==> src/design/sifhPkg.sv <==
package sifhPkg;

    localparam int binNum        = 64;
    localparam int ramDepth      = 2 * binNum;     // two histograms back to back
    localparam int eventsPerPass = 200;
    localparam int thMinus       = 4;              // window depth below the peak
    localparam int thPlus        = 5;              // window height above the peak

    typedef logic [$clog2(binNum)-1:0]   binIdxT;  // timestamp == bin index
    typedef logic [11:0]                 countT;
    typedef logic [$clog2(ramDepth)-1:0] ramAddrT; // msb selects histogram 2
    typedef logic [7:0]                  wbAdrT;
    typedef logic [15:0]                 wbDataT;

    typedef enum logic [2:0] {
        idle,
        clear,
        build1,
        peak1,
        window,
        build2,
        peak2
    } ctrlStateT;

    // bit 7 of the address selects the histogram memory instead of these registers
    localparam wbAdrT regCtrl       = 8'd0;
    localparam wbAdrT regStatus     = 8'd1;
    localparam wbAdrT regPeak1      = 8'd2;
    localparam wbAdrT regPeak2      = 8'd3;
    localparam wbAdrT regPeak2Count = 8'd4;

endpackage

==> src/design/histBuilder.sv <==
`timescale 1ns/100ps

module histBuilder import sifhPkg::*; (
    input  logic    clk,
    input  logic    res,
    input  logic    buildGo,
    input  logic    passSel,
    input  binIdxT  winLo,
    input  binIdxT  winHi,
    input  binIdxT  data,
    input  logic    dataValid,
    input  countT   ramRdData,
    output logic    wrEn,
    output ramAddrT rdAddr,
    output ramAddrT wrAddr,
    output countT   wrData,
    output logic    ramWrEn,
    output logic    buildDone
);

    logic [$clog2(eventsPerPass)-1:0] accCnt;
    logic       accept;
    logic       lastAcc;
    logic       inWin;
    logic [3:0] doneSh;   // delays the last accept until its write has settled

    logic    s1Valid;     // read issued, memory data arrives this cycle
    ramAddrT s1Addr;
    logic    s2Valid;     // write in flight
    ramAddrT s2Addr;
    countT   s2Data;
    logic    s3Valid;     // value written on the last edge
    ramAddrT s3Addr;
    countT   s3Data;
    countT   base;

    assign accept  = wrEn && dataValid;
    assign lastAcc = accept && (accCnt == ($bits(accCnt))'(eventsPerPass - 1));
    assign inWin   = !passSel || ((data >= winLo) && (data <= winHi)); // pass 1 counts all

    assign rdAddr  = {passSel, data};

    // newest in-flight value wins, the memory read misses both of them
    always_comb begin
        if (s2Valid && (s2Addr == s1Addr)) begin
            base = s2Data;
        end else if (s3Valid && (s3Addr == s1Addr)) begin
            base = s3Data;
        end else begin
            base = ramRdData;
        end
    end

    always_ff @(posedge clk or negedge res) begin
        if (!res) begin
            wrEn    <= 1'b0;
            accCnt  <= '0;
            doneSh  <= '0;
            s1Valid <= 1'b0;
            s2Valid <= 1'b0;
            s3Valid <= 1'b0;
        end else begin
            if (buildGo) begin
                wrEn   <= 1'b1;
                accCnt <= '0;
            end else if (accept) begin
                accCnt <= accCnt + 1'b1;
                if (lastAcc) begin
                    wrEn <= 1'b0;                // pass is full
                end
            end
            doneSh  <= {doneSh[2:0], lastAcc};
            s1Valid <= accept && inWin;          // out-of-window events are dropped here
            s2Valid <= s1Valid;
            s3Valid <= s2Valid;
        end
    end

    always_ff @(posedge clk) begin
        s1Addr <= rdAddr;
        s2Addr <= s1Addr;
        s2Data <= base + 1'b1;
        s3Addr <= s2Addr;
        s3Data <= s2Data;
    end

    assign wrAddr    = s2Addr;
    assign wrData    = s2Data;
    assign ramWrEn   = s2Valid;
    assign buildDone = doneSh[3];

endmodule

==> src/design/histRam.sv <==
`timescale 1ns/100ps

module histRam import sifhPkg::*; (
    input  logic    clk,
    input  logic    wrEn,
    input  ramAddrT wrAddr,
    input  ramAddrT rdAddr,
    input  countT   wrData,
    output countT   rdData
);

    countT mem [ramDepth];

    always_ff @(posedge clk) begin
        if (wrEn) begin
            mem[wrAddr] <= wrData;
        end
    end

    // registered read, old data on a same-cycle write
    always_ff @(posedge clk) begin
        rdData <= mem[rdAddr];
    end

endmodule

==> src/design/peakFinder.sv <==
`timescale 1ns/100ps

module peakFinder import sifhPkg::*; (
    input  logic    clk,
    input  logic    res,
    input  logic    peakGo,
    input  logic    passSel,
    input  countT   ramRdData,
    output ramAddrT scanAddr,
    output binIdxT  peakBin,
    output countT   peakCount,
    output logic    peakDone
);

    logic   scanning;
    binIdxT rdIdx;      // bin being read
    logic   cmpValid;   // memory data of cmpIdx is on ramRdData
    binIdxT cmpIdx;

    assign scanAddr = {passSel, rdIdx};

    always_ff @(posedge clk or negedge res) begin
        if (!res) begin
            scanning  <= 1'b0;
            rdIdx     <= '0;
            cmpValid  <= 1'b0;
            cmpIdx    <= '0;
            peakBin   <= '0;
            peakCount <= '0;
            peakDone  <= 1'b0;
        end else begin
            cmpValid <= scanning;
            cmpIdx   <= rdIdx;
            peakDone <= cmpValid && (cmpIdx == binIdxT'(binNum - 1));
            if (peakGo) begin
                scanning  <= 1'b1;
                rdIdx     <= '0;
                peakBin   <= '0;
                peakCount <= '0;
            end else if (scanning) begin
                rdIdx <= rdIdx + 1'b1;
                if (rdIdx == binIdxT'(binNum - 1)) begin
                    scanning <= 1'b0;
                end
            end
            // strictly greater so a tie keeps the lower bin
            if (cmpValid && (ramRdData > peakCount)) begin
                peakBin   <= cmpIdx;
                peakCount <= ramRdData;
            end
        end
    end

endmodule

==> src/design/sifhCtrl.sv <==
`timescale 1ns/100ps

module sifhCtrl import sifhPkg::*; (
    input  logic    clk,
    input  logic    res,
    input  logic    start,
    input  logic    buildDone,
    input  logic    peakDone,
    input  binIdxT  peakBin,
    input  countT   peakCount,
    input  ramAddrT bldRdAddr,
    input  ramAddrT bldWrAddr,
    input  countT   bldWrData,
    input  logic    bldWrEn,
    input  ramAddrT scanAddr,
    input  ramAddrT wbRdAddr,
    output logic    buildGo,
    output logic    passSel,
    output binIdxT  winLo,
    output binIdxT  winHi,
    output logic    peakGo,
    output logic    busy,
    output logic    done,
    output binIdxT  peak1,
    output binIdxT  peak2,
    output countT   peak2Count,
    output ramAddrT ramWrAddr,
    output ramAddrT ramRdAddr,
    output countT   ramWrData,
    output logic    ramWrEn
);

    // the result ports shadow the state names, so those states are package-qualified
    ctrlStateT state;
    ramAddrT   clrAddr;

    assign busy    = (state != idle);
    assign passSel = (state == build2) || (state == sifhPkg::peak2);

    always_ff @(posedge clk or negedge res) begin
        if (!res) begin
            state      <= idle;
            clrAddr    <= '0;
            buildGo    <= 1'b0;
            peakGo     <= 1'b0;
            done       <= 1'b0;
            winLo      <= '0;
            winHi      <= '0;
            peak1      <= '0;
            peak2      <= '0;
            peak2Count <= '0;
        end else begin
            buildGo <= 1'b0;
            peakGo  <= 1'b0;
            case (state)
                idle: if (start) begin
                    state   <= clear;
                    clrAddr <= '0;
                    done    <= 1'b0;
                end
                clear: begin
                    clrAddr <= clrAddr + 1'b1;           // one word per cycle
                    if (clrAddr == ramAddrT'(ramDepth - 1)) begin
                        state   <= build1;
                        buildGo <= 1'b1;
                    end
                end
                build1: if (buildDone) begin
                    state  <= sifhPkg::peak1;
                    peakGo <= 1'b1;
                end
                sifhPkg::peak1: if (peakDone) begin
                    peak1 <= peakBin;
                    state <= window;
                end
                window: begin
                    winLo   <= (peak1 < binIdxT'(thMinus)) ? '0 : peak1 - binIdxT'(thMinus);
                    winHi   <= (peak1 > binIdxT'(binNum - 1 - thPlus)) ?
                               binIdxT'(binNum - 1) : peak1 + binIdxT'(thPlus);
                    state   <= build2;
                    buildGo <= 1'b1;
                end
                build2: if (buildDone) begin
                    state  <= sifhPkg::peak2;
                    peakGo <= 1'b1;
                end
                sifhPkg::peak2: if (peakDone) begin
                    peak2      <= peakBin;
                    peak2Count <= peakCount;
                    done       <= 1'b1;
                    state      <= idle;
                end
                default: state <= idle;
            endcase
        end
    end

    // memory port ownership
    always_comb begin
        ramRdAddr = wbRdAddr;               // host readout when nothing else reads
        ramWrAddr = bldWrAddr;
        ramWrData = bldWrData;
        ramWrEn   = 1'b0;
        case (state)
            clear: begin
                ramWrAddr = clrAddr;
                ramWrData = '0;
                ramWrEn   = 1'b1;
            end
            build1, build2: begin
                ramRdAddr = bldRdAddr;
                ramWrEn   = bldWrEn;
            end
            sifhPkg::peak1, sifhPkg::peak2: ramRdAddr = scanAddr;
            default: ;
        endcase
    end

endmodule

==> src/design/sifhTop.sv <==
`timescale 1ns/100ps

module sifhTop import sifhPkg::*; (
    input  logic   clk,
    input  logic   res,
    input  binIdxT data,
    input  logic   dataValid,
    input  logic   wbCyc,
    input  logic   wbStb,
    input  logic   wbWe,
    input  wbAdrT  wbAdr,
    input  wbDataT wbDatIn,
    output logic   wrEn,
    output wbDataT wbDatOut,
    output logic   wbAck
);

    logic    start;
    logic    busy;
    logic    done;
    logic    buildGo;
    logic    buildDone;
    logic    peakGo;
    logic    peakDone;
    logic    passSel;
    binIdxT  winLo;
    binIdxT  winHi;
    binIdxT  peakBin;
    countT   peakCount;
    binIdxT  peak1Res;
    binIdxT  peak2Res;
    countT   peak2CountRes;
    ramAddrT bldRdAddr;
    ramAddrT bldWrAddr;
    countT   bldWrData;
    logic    bldWrEn;
    ramAddrT scanAddr;
    ramAddrT wbRdAddr;
    ramAddrT ramWrAddr;
    ramAddrT ramRdAddr;
    countT   ramWrData;
    logic    ramWrEn;
    countT   ramRdData;

    sifhCtrl sifhCtrl_inst (
        .clk(clk), .res(res), .start(start), .buildDone(buildDone),
        .peakDone(peakDone), .peakBin(peakBin), .peakCount(peakCount),
        .bldRdAddr(bldRdAddr), .bldWrAddr(bldWrAddr), .bldWrData(bldWrData),
        .bldWrEn(bldWrEn), .scanAddr(scanAddr), .wbRdAddr(wbRdAddr),
        .buildGo(buildGo), .passSel(passSel), .winLo(winLo), .winHi(winHi),
        .peakGo(peakGo), .busy(busy), .done(done), .peak1(peak1Res),
        .peak2(peak2Res), .peak2Count(peak2CountRes), .ramWrAddr(ramWrAddr),
        .ramRdAddr(ramRdAddr), .ramWrData(ramWrData), .ramWrEn(ramWrEn)
    );

    histBuilder histBuilder_inst (
        .clk(clk), .res(res), .buildGo(buildGo), .passSel(passSel),
        .winLo(winLo), .winHi(winHi), .data(data), .dataValid(dataValid),
        .ramRdData(ramRdData), .wrEn(wrEn), .rdAddr(bldRdAddr),
        .wrAddr(bldWrAddr), .wrData(bldWrData), .ramWrEn(bldWrEn),
        .buildDone(buildDone)
    );

    peakFinder peakFinder_inst (
        .clk(clk), .res(res), .peakGo(peakGo), .passSel(passSel),
        .ramRdData(ramRdData), .scanAddr(scanAddr), .peakBin(peakBin),
        .peakCount(peakCount), .peakDone(peakDone)
    );

    histRam histRam_inst (
        .clk(clk), .wrEn(ramWrEn), .wrAddr(ramWrAddr), .rdAddr(ramRdAddr),
        .wrData(ramWrData), .rdData(ramRdData)
    );

    wbSlave wbSlave_inst (
        .clk(clk), .res(res), .wbCyc(wbCyc), .wbStb(wbStb), .wbWe(wbWe),
        .wbAdr(wbAdr), .wbDatIn(wbDatIn), .busy(busy), .done(done),
        .peak1(peak1Res), .peak2(peak2Res), .peak2Count(peak2CountRes),
        .ramRdData(ramRdData), .wbDatOut(wbDatOut), .wbAck(wbAck),
        .start(start), .wbRdAddr(wbRdAddr)
    );

endmodule

==> src/design/wbSlave.sv <==
`timescale 1ns/100ps

module wbSlave import sifhPkg::*; (
    input  logic    clk,
    input  logic    res,
    input  logic    wbCyc,
    input  logic    wbStb,
    input  logic    wbWe,
    input  wbAdrT   wbAdr,
    input  wbDataT  wbDatIn,
    input  logic    busy,
    input  logic    done,
    input  binIdxT  peak1,
    input  binIdxT  peak2,
    input  countT   peak2Count,
    input  countT   ramRdData,
    output wbDataT  wbDatOut,
    output logic    wbAck,
    output logic    start,
    output ramAddrT wbRdAddr
);

    logic req;

    assign req      = wbCyc && wbStb && !wbAck;   // new strobe, not yet acked
    assign wbRdAddr = wbAdr[$bits(ramAddrT)-1:0]; // memory samples it on the ack edge

    always_ff @(posedge clk or negedge res) begin
        if (!res) begin
            wbAck <= 1'b0;
            start <= 1'b0;
        end else begin
            wbAck <= req;
            start <= req && wbWe && (wbAdr == regCtrl) && wbDatIn[0] && !busy;
        end
    end

    // address is held until the ack, memory data lands in the ack cycle
    always_comb begin
        wbDatOut = '0;
        if (wbAdr[7]) begin
            if (!busy) begin
                wbDatOut = wbDataT'(ramRdData);
            end
        end else begin
            case (wbAdr)
                regStatus:     wbDatOut = wbDataT'({done, busy});
                regPeak1:      wbDatOut = wbDataT'(peak1);
                regPeak2:      wbDatOut = wbDataT'(peak2);
                regPeak2Count: wbDatOut = wbDataT'(peak2Count);
                default:       wbDatOut = '0;
            endcase
        end
    end

endmodule

==> config.mk <==
export PLATFORM = sky130hd
export DESIGN_NAME = sifhTop
export DESIGN_NICKNAME = d
export VERILOG_FILES = /design/src/design/sifhPkg.sv /design/src/design/histBuilder.sv /design/src/design/histRam.sv /design/src/design/peakFinder.sv /design/src/design/sifhCtrl.sv /design/src/design/sifhTop.sv /design/src/design/wbSlave.sv
export SDC_FILE = /design/constraint.sdc
export NUM_CORES = 2
export LEC_CHECK = 0
export BUFFER_PORTS_ARGS = -buffer_cell sky130_fd_sc_hd__buf_2
export CAP_MARGIN = 20
export CORE_MARGIN = 3
export CORE_UTILIZATION = 35
export CTS_CLUSTER_SIZE = 24
export DETAILED_ROUTE_END_ITERATION = 10
export GPL_ROUTABILITY_DRIVEN = 0
export PLACE_DENSITY_LB_ADDON = 0.12
export SETUP_SLACK_MARGIN = 0.02
export SKIP_LAST_GASP = 1
export SLEW_MARGIN = 10
export SYNTH_ARGS = -nofsm -noshare
export SYNTH_HDL_FRONTEND = slang
export SYNTH_SLANG_ARGS = --single-unit
==> constraint.sdc <==
create_clock -name clk -period 9.25 [get_ports clk]
set_input_delay 0 -clock clk [delete_from_list [all_inputs] [get_ports clk]]
set_output_delay 0 -clock clk [all_outputs]
set_load 0.01 [all_outputs]
# Word level (Yosys, flattened, before mapping)

Memory sizes are Yosys's and may differ from the RTL's. A register that Yosys moved wholly into a read port is not among the register bits.
Cells that the tools add are included.

$add $sub $neg: 6
Magnitude comparators: 5
Eq/ne operators: 22
Muxes and demuxes: 43
Reduce and logical (&&, ||, !) cells: 36

Operators with widths:

| kind                  | number |
|---|---|
| $mux 12               | 6 |
| $pmux 12 s4           | 1 |
| $mux 6                | 6 |
| $pmux 7 s2            | 2 |
| $pmux 3 s7            | 1 |
| $mux 3                | 6 |
| $eq 8x2->1 const B    | 2 |
| $mux 16               | 1 |
| $mux 8                | 2 |
| $eq 7x7->1            | 2 |
| $logic_and 1x1->1     | 14 |
| $mux 7                | 2 |
| $mux 1                | 13 |
| $add 12x1->12 const B | 1 |
| $eq 6x6->1 const B    | 2 |
| $gt 12x12->1          | 1 |
| $ne 2x1->1 const B    | 6 |
| $reduce_bool 2->1     | 6 |
| $eq 3x3->1 const B    | 3 |
| $add 8x1->8 const B   | 1 |
| $eq 8x1->1 const B    | 1 |
| $eq 8x3->1 const B    | 1 |
| $eq 8x8->1 const B    | 1 |
| $logic_not 8->1       | 1 |
| 20 further kinds      | 30 |

Register bits: 145
Bits in writable memories: 1536
Output and inout port bits: 18
Memories kept: 1

Memory list:

| memory           | depth | width | rd ports | clocked after memory_dff | wr ports | RTL line      | text |
|---|---|---|---|---|---|---|---|
| histRam_inst.mem | 128   | 12    | 1        | 1                        | 1        | histRam.sv:12 | `countT mem [ramDepth];` |

# Longest topological paths before layout

Depth in word-level cells: 6
Depth in mapped cells: 15

# By module

A second synthesis with hierarchy kept.

Cells, all modules: 3058
Area, all modules: 66742.8 um^2

Modules (own cells, without submodules):

| module      | times used | cells each | area an instance (um^2) |
|---|---|---|---|
| histRam     | 1          | 2362       | 59128.0 |
| sifhCtrl    | 1          | 258        | 2859.0 |
| histBuilder | 1          | 246        | 2636.3 |
| peakFinder  | 1          | 140        | 1645.3 |
| wbSlave     | 1          | 52         | 474.2 |

# Least setup slack after synthesis

Ideal clock, no wire load.

Path type: reg2reg
Start point: register sifhCtrl_inst.state[1]
End point: memory histRam_inst.mem[0][3] (netlist name) (data pin)
Library setup time: 798 ps
Arrival: 4285 ps
Required time: 8452 ps
Slack: 4167 ps
Cell stages (with the launch flop): 8
Path buffers: 4
Clock period less this slack: 5083 ps
Cells stage by stage: dfrtp_1 > buf_2 > buf_2 > nand2b_1 > nor2_1 > clkbuf_1 > buf_1 > nor2_1

Longest elaborated chain between the ends: 2

Ends and longest elaborated chain:

| element                    | RTL line        | text |
|---|---|---|
| start, declared            | sifhCtrl.sv:34  | `ctrlStateT state;` |
| start signal, assigned     | sifhCtrl.sv:42  | `state <= idle;` |
| start signal, assigned     | sifhCtrl.sv:57  | `state <= clear;` |
| start signal, assigned     | sifhCtrl.sv:64  | `state <= build1;` |
| $eq 3x1->1                 | sifhCtrl.sv:104 | `case (state)` |
| $mux 12                    | sifhCtrl.sv:104 |  |
| via histRam_inst.wrData[3] | histRam.sv:8    | `input countT wrData,` |
| end, declared              | histRam.sv:12   |  |

The timed path passes the listed nets, and every way through them passes these cells.

# Worst setup path after layout

Start point: register sifhCtrl_inst.state[0]
End point: register histRam_inst.rdData[9] (read register of histRam_inst.mem)

Longest elaborated chain between the ends: 3

Ends and longest elaborated chain:

| element                                         | RTL line                        | text |
|---|---|---|
| $eq 3x2->1 / $eq 3x3->1 (equally long branches) | sifhCtrl.sv:104, sifhCtrl.sv:38 |  |
| $reduce_or 2->1 (tied with other cells)         | sifhCtrl.sv:104                 |  |
| $pmux 7 s2 *                                    | sifhCtrl.sv:104                 |  |
| end, declared                                   | histRam.sv:9                    | `output countT rdData` |

Mark *: on every way between the ends. The rest lies on a longest branch, timed or not.
A chain may end at the register's enable or synchronous reset.

==> out/summary.md <==
The run gives 35.3% as the starting density of the core. Synthesis handed over a netlist of 4691 instances. Timing would allow up to 164 MHz. STA classifies the critical path startpoint as a flop. The worst hold path passes through 5 cells. CTS built an H-tree with a depth of 4. The power density over cell area came out at 322 mW/mm².

The total clock buffers created by CTS came out at 182. Setup repair after global routing left no endpoint under its margin. During I/O placement, the number of pins put on the boundary was 54. Flip-flop and latch count after synthesis: 1693. In this run switching power makes up 36.0% of total power. Ranked by total cell area, the synthesized netlist is headed by sky130_fd_sc_hd__edfxtp_1 69%, sky130_fd_sc_hd__nand2_1 5.2%, sky130_fd_sc_hd__mux2i_1 4.3%. In the layout the commonest cells are 1536 x sky130_fd_sc_hd__edfxtp_1, 929 x sky130_fd_sc_hd__nand2_1, 446 x sky130_fd_sc_hd__a21oi_1. The internal power consumption was 15800 µW. After detailed routing, the number of vias per cell comes to 5.26.

At the worst endpoint, the required time is 9.98 ns. The endpoint of the worst register-to-register path was histRam_inst.rdData[9]. The number of pins exceeding their max-slew limit in the final report was 0. The tools report the startpoint of the worst register-to-register path as sifhCtrl_inst.state[0]. Max capacitance violation total: 0. For this block, the initial DRC count from the detailed router was 3493. The run gives 0 ns as the accumulated negative setup slack. Summed over all cells, the static leakage comes to 0.0262 µW.

Between clock sinks in the finished design, the worst skew comes to 0.0295 ns. The number of warnings reported in the yosys synthesis log is 0. The cell area after synthesis was 0.0672 mm²; the worst voltage drop across the vdd grid was 0.000297 V.

The die covers 0.197 mm². During placement, the flow inserted port buffers numbering 34. TritonCTS built the clock tree. Dividing the detail-routed wire length by the instance count gives 26.3 µm. The horizontal extent of the die is 444 µm. The signal on the critical path passes through nand2_1, mux2i_2, o21ba_4, nand2_8, buf_4, o21ai_0, nor4_1, nor4_1, nand2_1, nor4_2. For the switching power total, the log shows 8900 µW. The run finished with clean final reports. The critical path is of the reg -> reg type.

The post-cts resize count is 0. The clock passes through at most 3 buffers. The synthesis-to-layout area growth works out to 14.4%. The detail route stage leaves a number of antenna-violating nets equal to 0. The startpoint identified for the worst hold timing path is dataValid. The number of endpoints with negative hold slack in the final report was 0; the via count of the first global-routing pass was 38000.

In the global route stage, overall resource usage came out at 19.7%. The first global-routing pass estimated 284 mm of wire. The run gives 160 as the number of standard-cell rows in the floorplan.

End point of the most critical hold path: histBuilder_inst.accCnt[2]. The tools report the sequential group share of total power as 40.8%. For the number of antenna violations at the first check in global routing, the log shows 3. The max-slew headroom at the worst pin was 17.3%; the final wirelength was 197 mm. The tools report the core outline area as 0.190 mm². The relative contribution of combinational cells to total power was 30.4%. The most used flip-flop cell after synthesis is sky130_fd_sc_hd__edfxtp_1.

Cells with a size suffix above 1 make up 12.2% of the layout. The buffer cell driving the clock tree root was sky130_fd_sc_hd__clkbuf_16. Fill cells in the final layout number 17500. For the pin with the worst max-slew slack, the measured transition is 1.23 ns. The setup-violating endpoint count in the final report was 0; the detailed-router iteration count before antenna repair was 5. Counting I/O delays and the setup requirement, the final critical path takes 6.08 ns. The slowest cell on the critical path is sky130_fd_sc_hd__nor4_1. Clock-pin slew was measured on the worst setup and hold paths at 0.06 ns. Of the available clock period, the critical path in the final layout requires 65.8%. The arrival time at the worst endpoint was 6.81 ns. For the part of the power in the clock network, the log shows 28.8%. The critical path endpoint category is a flop. The run gives 3.17 ns as the reg2reg setup slack. The largest fanout of any net on the critical path was 55.

The leading cell type in the layout, fill and taps excluded was sky130_fd_sc_hd__edfxtp_1. Measured along the y axis, the die boundary spans 444 µm. Counting flops with an async set or reset pin after synthesis yields a share of 5.91%. The number of clock sinks was 1693. The portion of synthesized cell area occupied by the leading cell type is 68.7%.

The number of different library cells used by synthesis comes to 75. The largest net degree at the start of global routing is 116. Power comes to 24700 µW.

For this block, the via count after detailed routing is 39500. The final layout contains 4914 nets. Largest area contributor in the netlist: sky130_fd_sc_hd__edfxtp_1.

The highest cell delay on the worst timing path was 0.95 ns. The number of enable-type register cells in the synthesized netlist works out to 1536. Buffers inserted to repair hold after CTS numbered 25. Sequential share of the synthesized area: 74.1%. Measured in cells, the most critical reg-to-reg path has a length of 10. The HPWL after detailed placement is 114 mm. For the number of buffers inserted to repair setup after CTS, the log shows 0. The worst hold path belongs to the class in -> reg.

The remaining design rule violation count was 0; the later-pin clock latency in the skew report was 0.83 ns. A synthesized cell averages 14.3 µm². Remaining global-route overflow: 0.
==> routing by layer <==
metal | GRT usage (%) | part of all wire (%) | wire, µm | up-vias
li1 | - | - | - | 17900
met1 | 28.5 | 46 | 91300 | 20300
met2 | 31.3 | 47 | 91800 | 1028
met3 | 2.83 | 4.8 | 9420 | 250
met4 | 5.35 | 2.4 | 4720 | 2
met5 | 0 | 0.0066 | 13 | -
==> synth_stat cells, types with 18 or more instances <==
library cell / count
sky130_fd_sc_hd__xnor2_1: 29
sky130_fd_sc_hd__mux2_2: 18
sky130_fd_sc_hd__nand3_1: 26
sky130_fd_sc_hd__or4_1: 26
sky130_fd_sc_hd__nor4_1: 158
sky130_fd_sc_hd__a22o_1: 26
sky130_fd_sc_hd__a21oi_1: 446
sky130_fd_sc_hd__buf_2: 87
sky130_fd_sc_hd__dfrtp_1: 100
sky130_fd_sc_hd__inv_1: 36
sky130_fd_sc_hd__buf_4: 35
sky130_fd_sc_hd__o22ai_1: 89
sky130_fd_sc_hd__nor3_1: 24
sky130_fd_sc_hd__ha_1: 33
sky130_fd_sc_hd__mux2i_1: 286
sky130_fd_sc_hd__clkbuf_1: 119
sky130_fd_sc_hd__mux4_2: 44
sky130_fd_sc_hd__nand2_1: 930
sky130_fd_sc_hd__buf_6: 19
sky130_fd_sc_hd__o21ai_0: 160
sky130_fd_sc_hd__nor2_1: 185
sky130_fd_sc_hd__edfxtp_1: 1536
sky130_fd_sc_hd__dfxtp_1: 57
==> cell families (layout without fill, tap and decap cells) <==
group | after synthesis | after routing | share of synthesized area, %
flip-flops | 1693 | 1693 | 74.1
AND/OR/NAND/NOR | 1464 | 1464 | 9.67
AO/OA/AOI/OAI | 796 | 796 | 6.67
multiplexers | 352 | 352 | 6.11
buffers and inverters | 312 | 615 | 2.32
XOR/XNOR | 40 | 40 | 0.522
adder cells (fa/ha/maj) | 33 | 33 | 0.615
other | 1 | 6 | 0.00558
==> worst max path at each step <==
| stage | startpoint | cells past startpoint | endpoint |
|---|---|---|---|
| 6_report | sifhCtrl_inst.state[0] | 10 | histRam_inst.rdData[9] |
| 5_1_grt | sifhCtrl_inst.state[0] | 10 | histRam_inst.rdData[9] |
| 4_1_cts | sifhCtrl_inst.state[0] | 10 | histRam_inst.rdData[9] |
| 3_5_place_dp | sifhCtrl_inst.state[0] | 10 | histRam_inst.rdData[9] |
| 3_3_place_gp | sifhCtrl_inst.state[0] | 10 | histRam_inst.rdData[9] |
| 2_1_floorplan | sifhCtrl_inst.state[1] | 7 | histRam_inst.mem[0][3] |
==> power by group through the flow <==
stage | Combinational (µW) | Sequential (µW) | Clock, µW
2_1_floorplan | 4470 | 10300 | 0
3_3_place_gp | 7520 | 10200 | 0
3_5_place_dp | 7590 | 10300 | 0
4_1_cts | 7630 | 10100 | 7290
5_1_grt | 8110 | 10100 | 7580
6_report | 7510 | 10100 | 7110
==> worst max-delay path: cells and delay by family (launching register included) <==
| family | cells | cell delay (ns) |
|---|---|---|
| AND/OR/NAND/NOR | 6 | 2.79 |
| multiplexers | 1 | 0.93 |
| AO/OA/AOI/OAI | 2 | 0.88 |
| flip-flops | 1 | 0.83 |
| buffers and inverters | 1 | 0.49 |
==> area by class of cell <==
| class | instances | area [µm²] | share of cell area, % |
|---|---|---|---|
| Antenna cell | 2 | 5.00 | 0.00651 |
| Clock buffer | 246 | 4900 | 6.37 |
| Clock inverter | 90 | 876 | 1.14 |
| Inverter | 36 | 135 | 0.176 |
| Multi-Input combinational cell | 2689 | 16100 | 21.0 |
| Sequential cell | 1693 | 49800 | 64.8 |
| Tap cell | 2511 | 3140 | 4.09 |
| Timing Repair Buffer | 243 | 1890 | 2.46 |
==> sequential cells by signal (all words and copies together) (netlist names), 7 cells and up <==
register	count
peakFinder_inst.peakCount	12
sifhCtrl_inst.peak2Count	12
histBuilder_inst.s1Addr	7
histBuilder_inst.s3Addr	7
histRam_inst.mem	1536
histBuilder_inst.wrData	12
histBuilder_inst.accCnt	8
histBuilder_inst.wrAddr	7
histBuilder_inst.s3Data	12
histRam_inst.rdData	12
sifhCtrl_inst.clrAddr	7
==> metrics by stage <==
stage	hold slack (ns)	worst slack [ns]	util (%)	std cells	area (µm²)
floorplan	-0.296	4.17	-	4694	67200
global placement	-0.0369	3.29	37.1	7138	70700
detailed placement	-0.0368	3.24	37.2	7143	70700
CTS	0.0560	3.19	40.3	7504	76800
global route	0.140	3.06	40.4	7508	76800
finish	0.133	3.17	40.4	7510	76800
No activity file was read; power rests on OpenSTA's default activity.
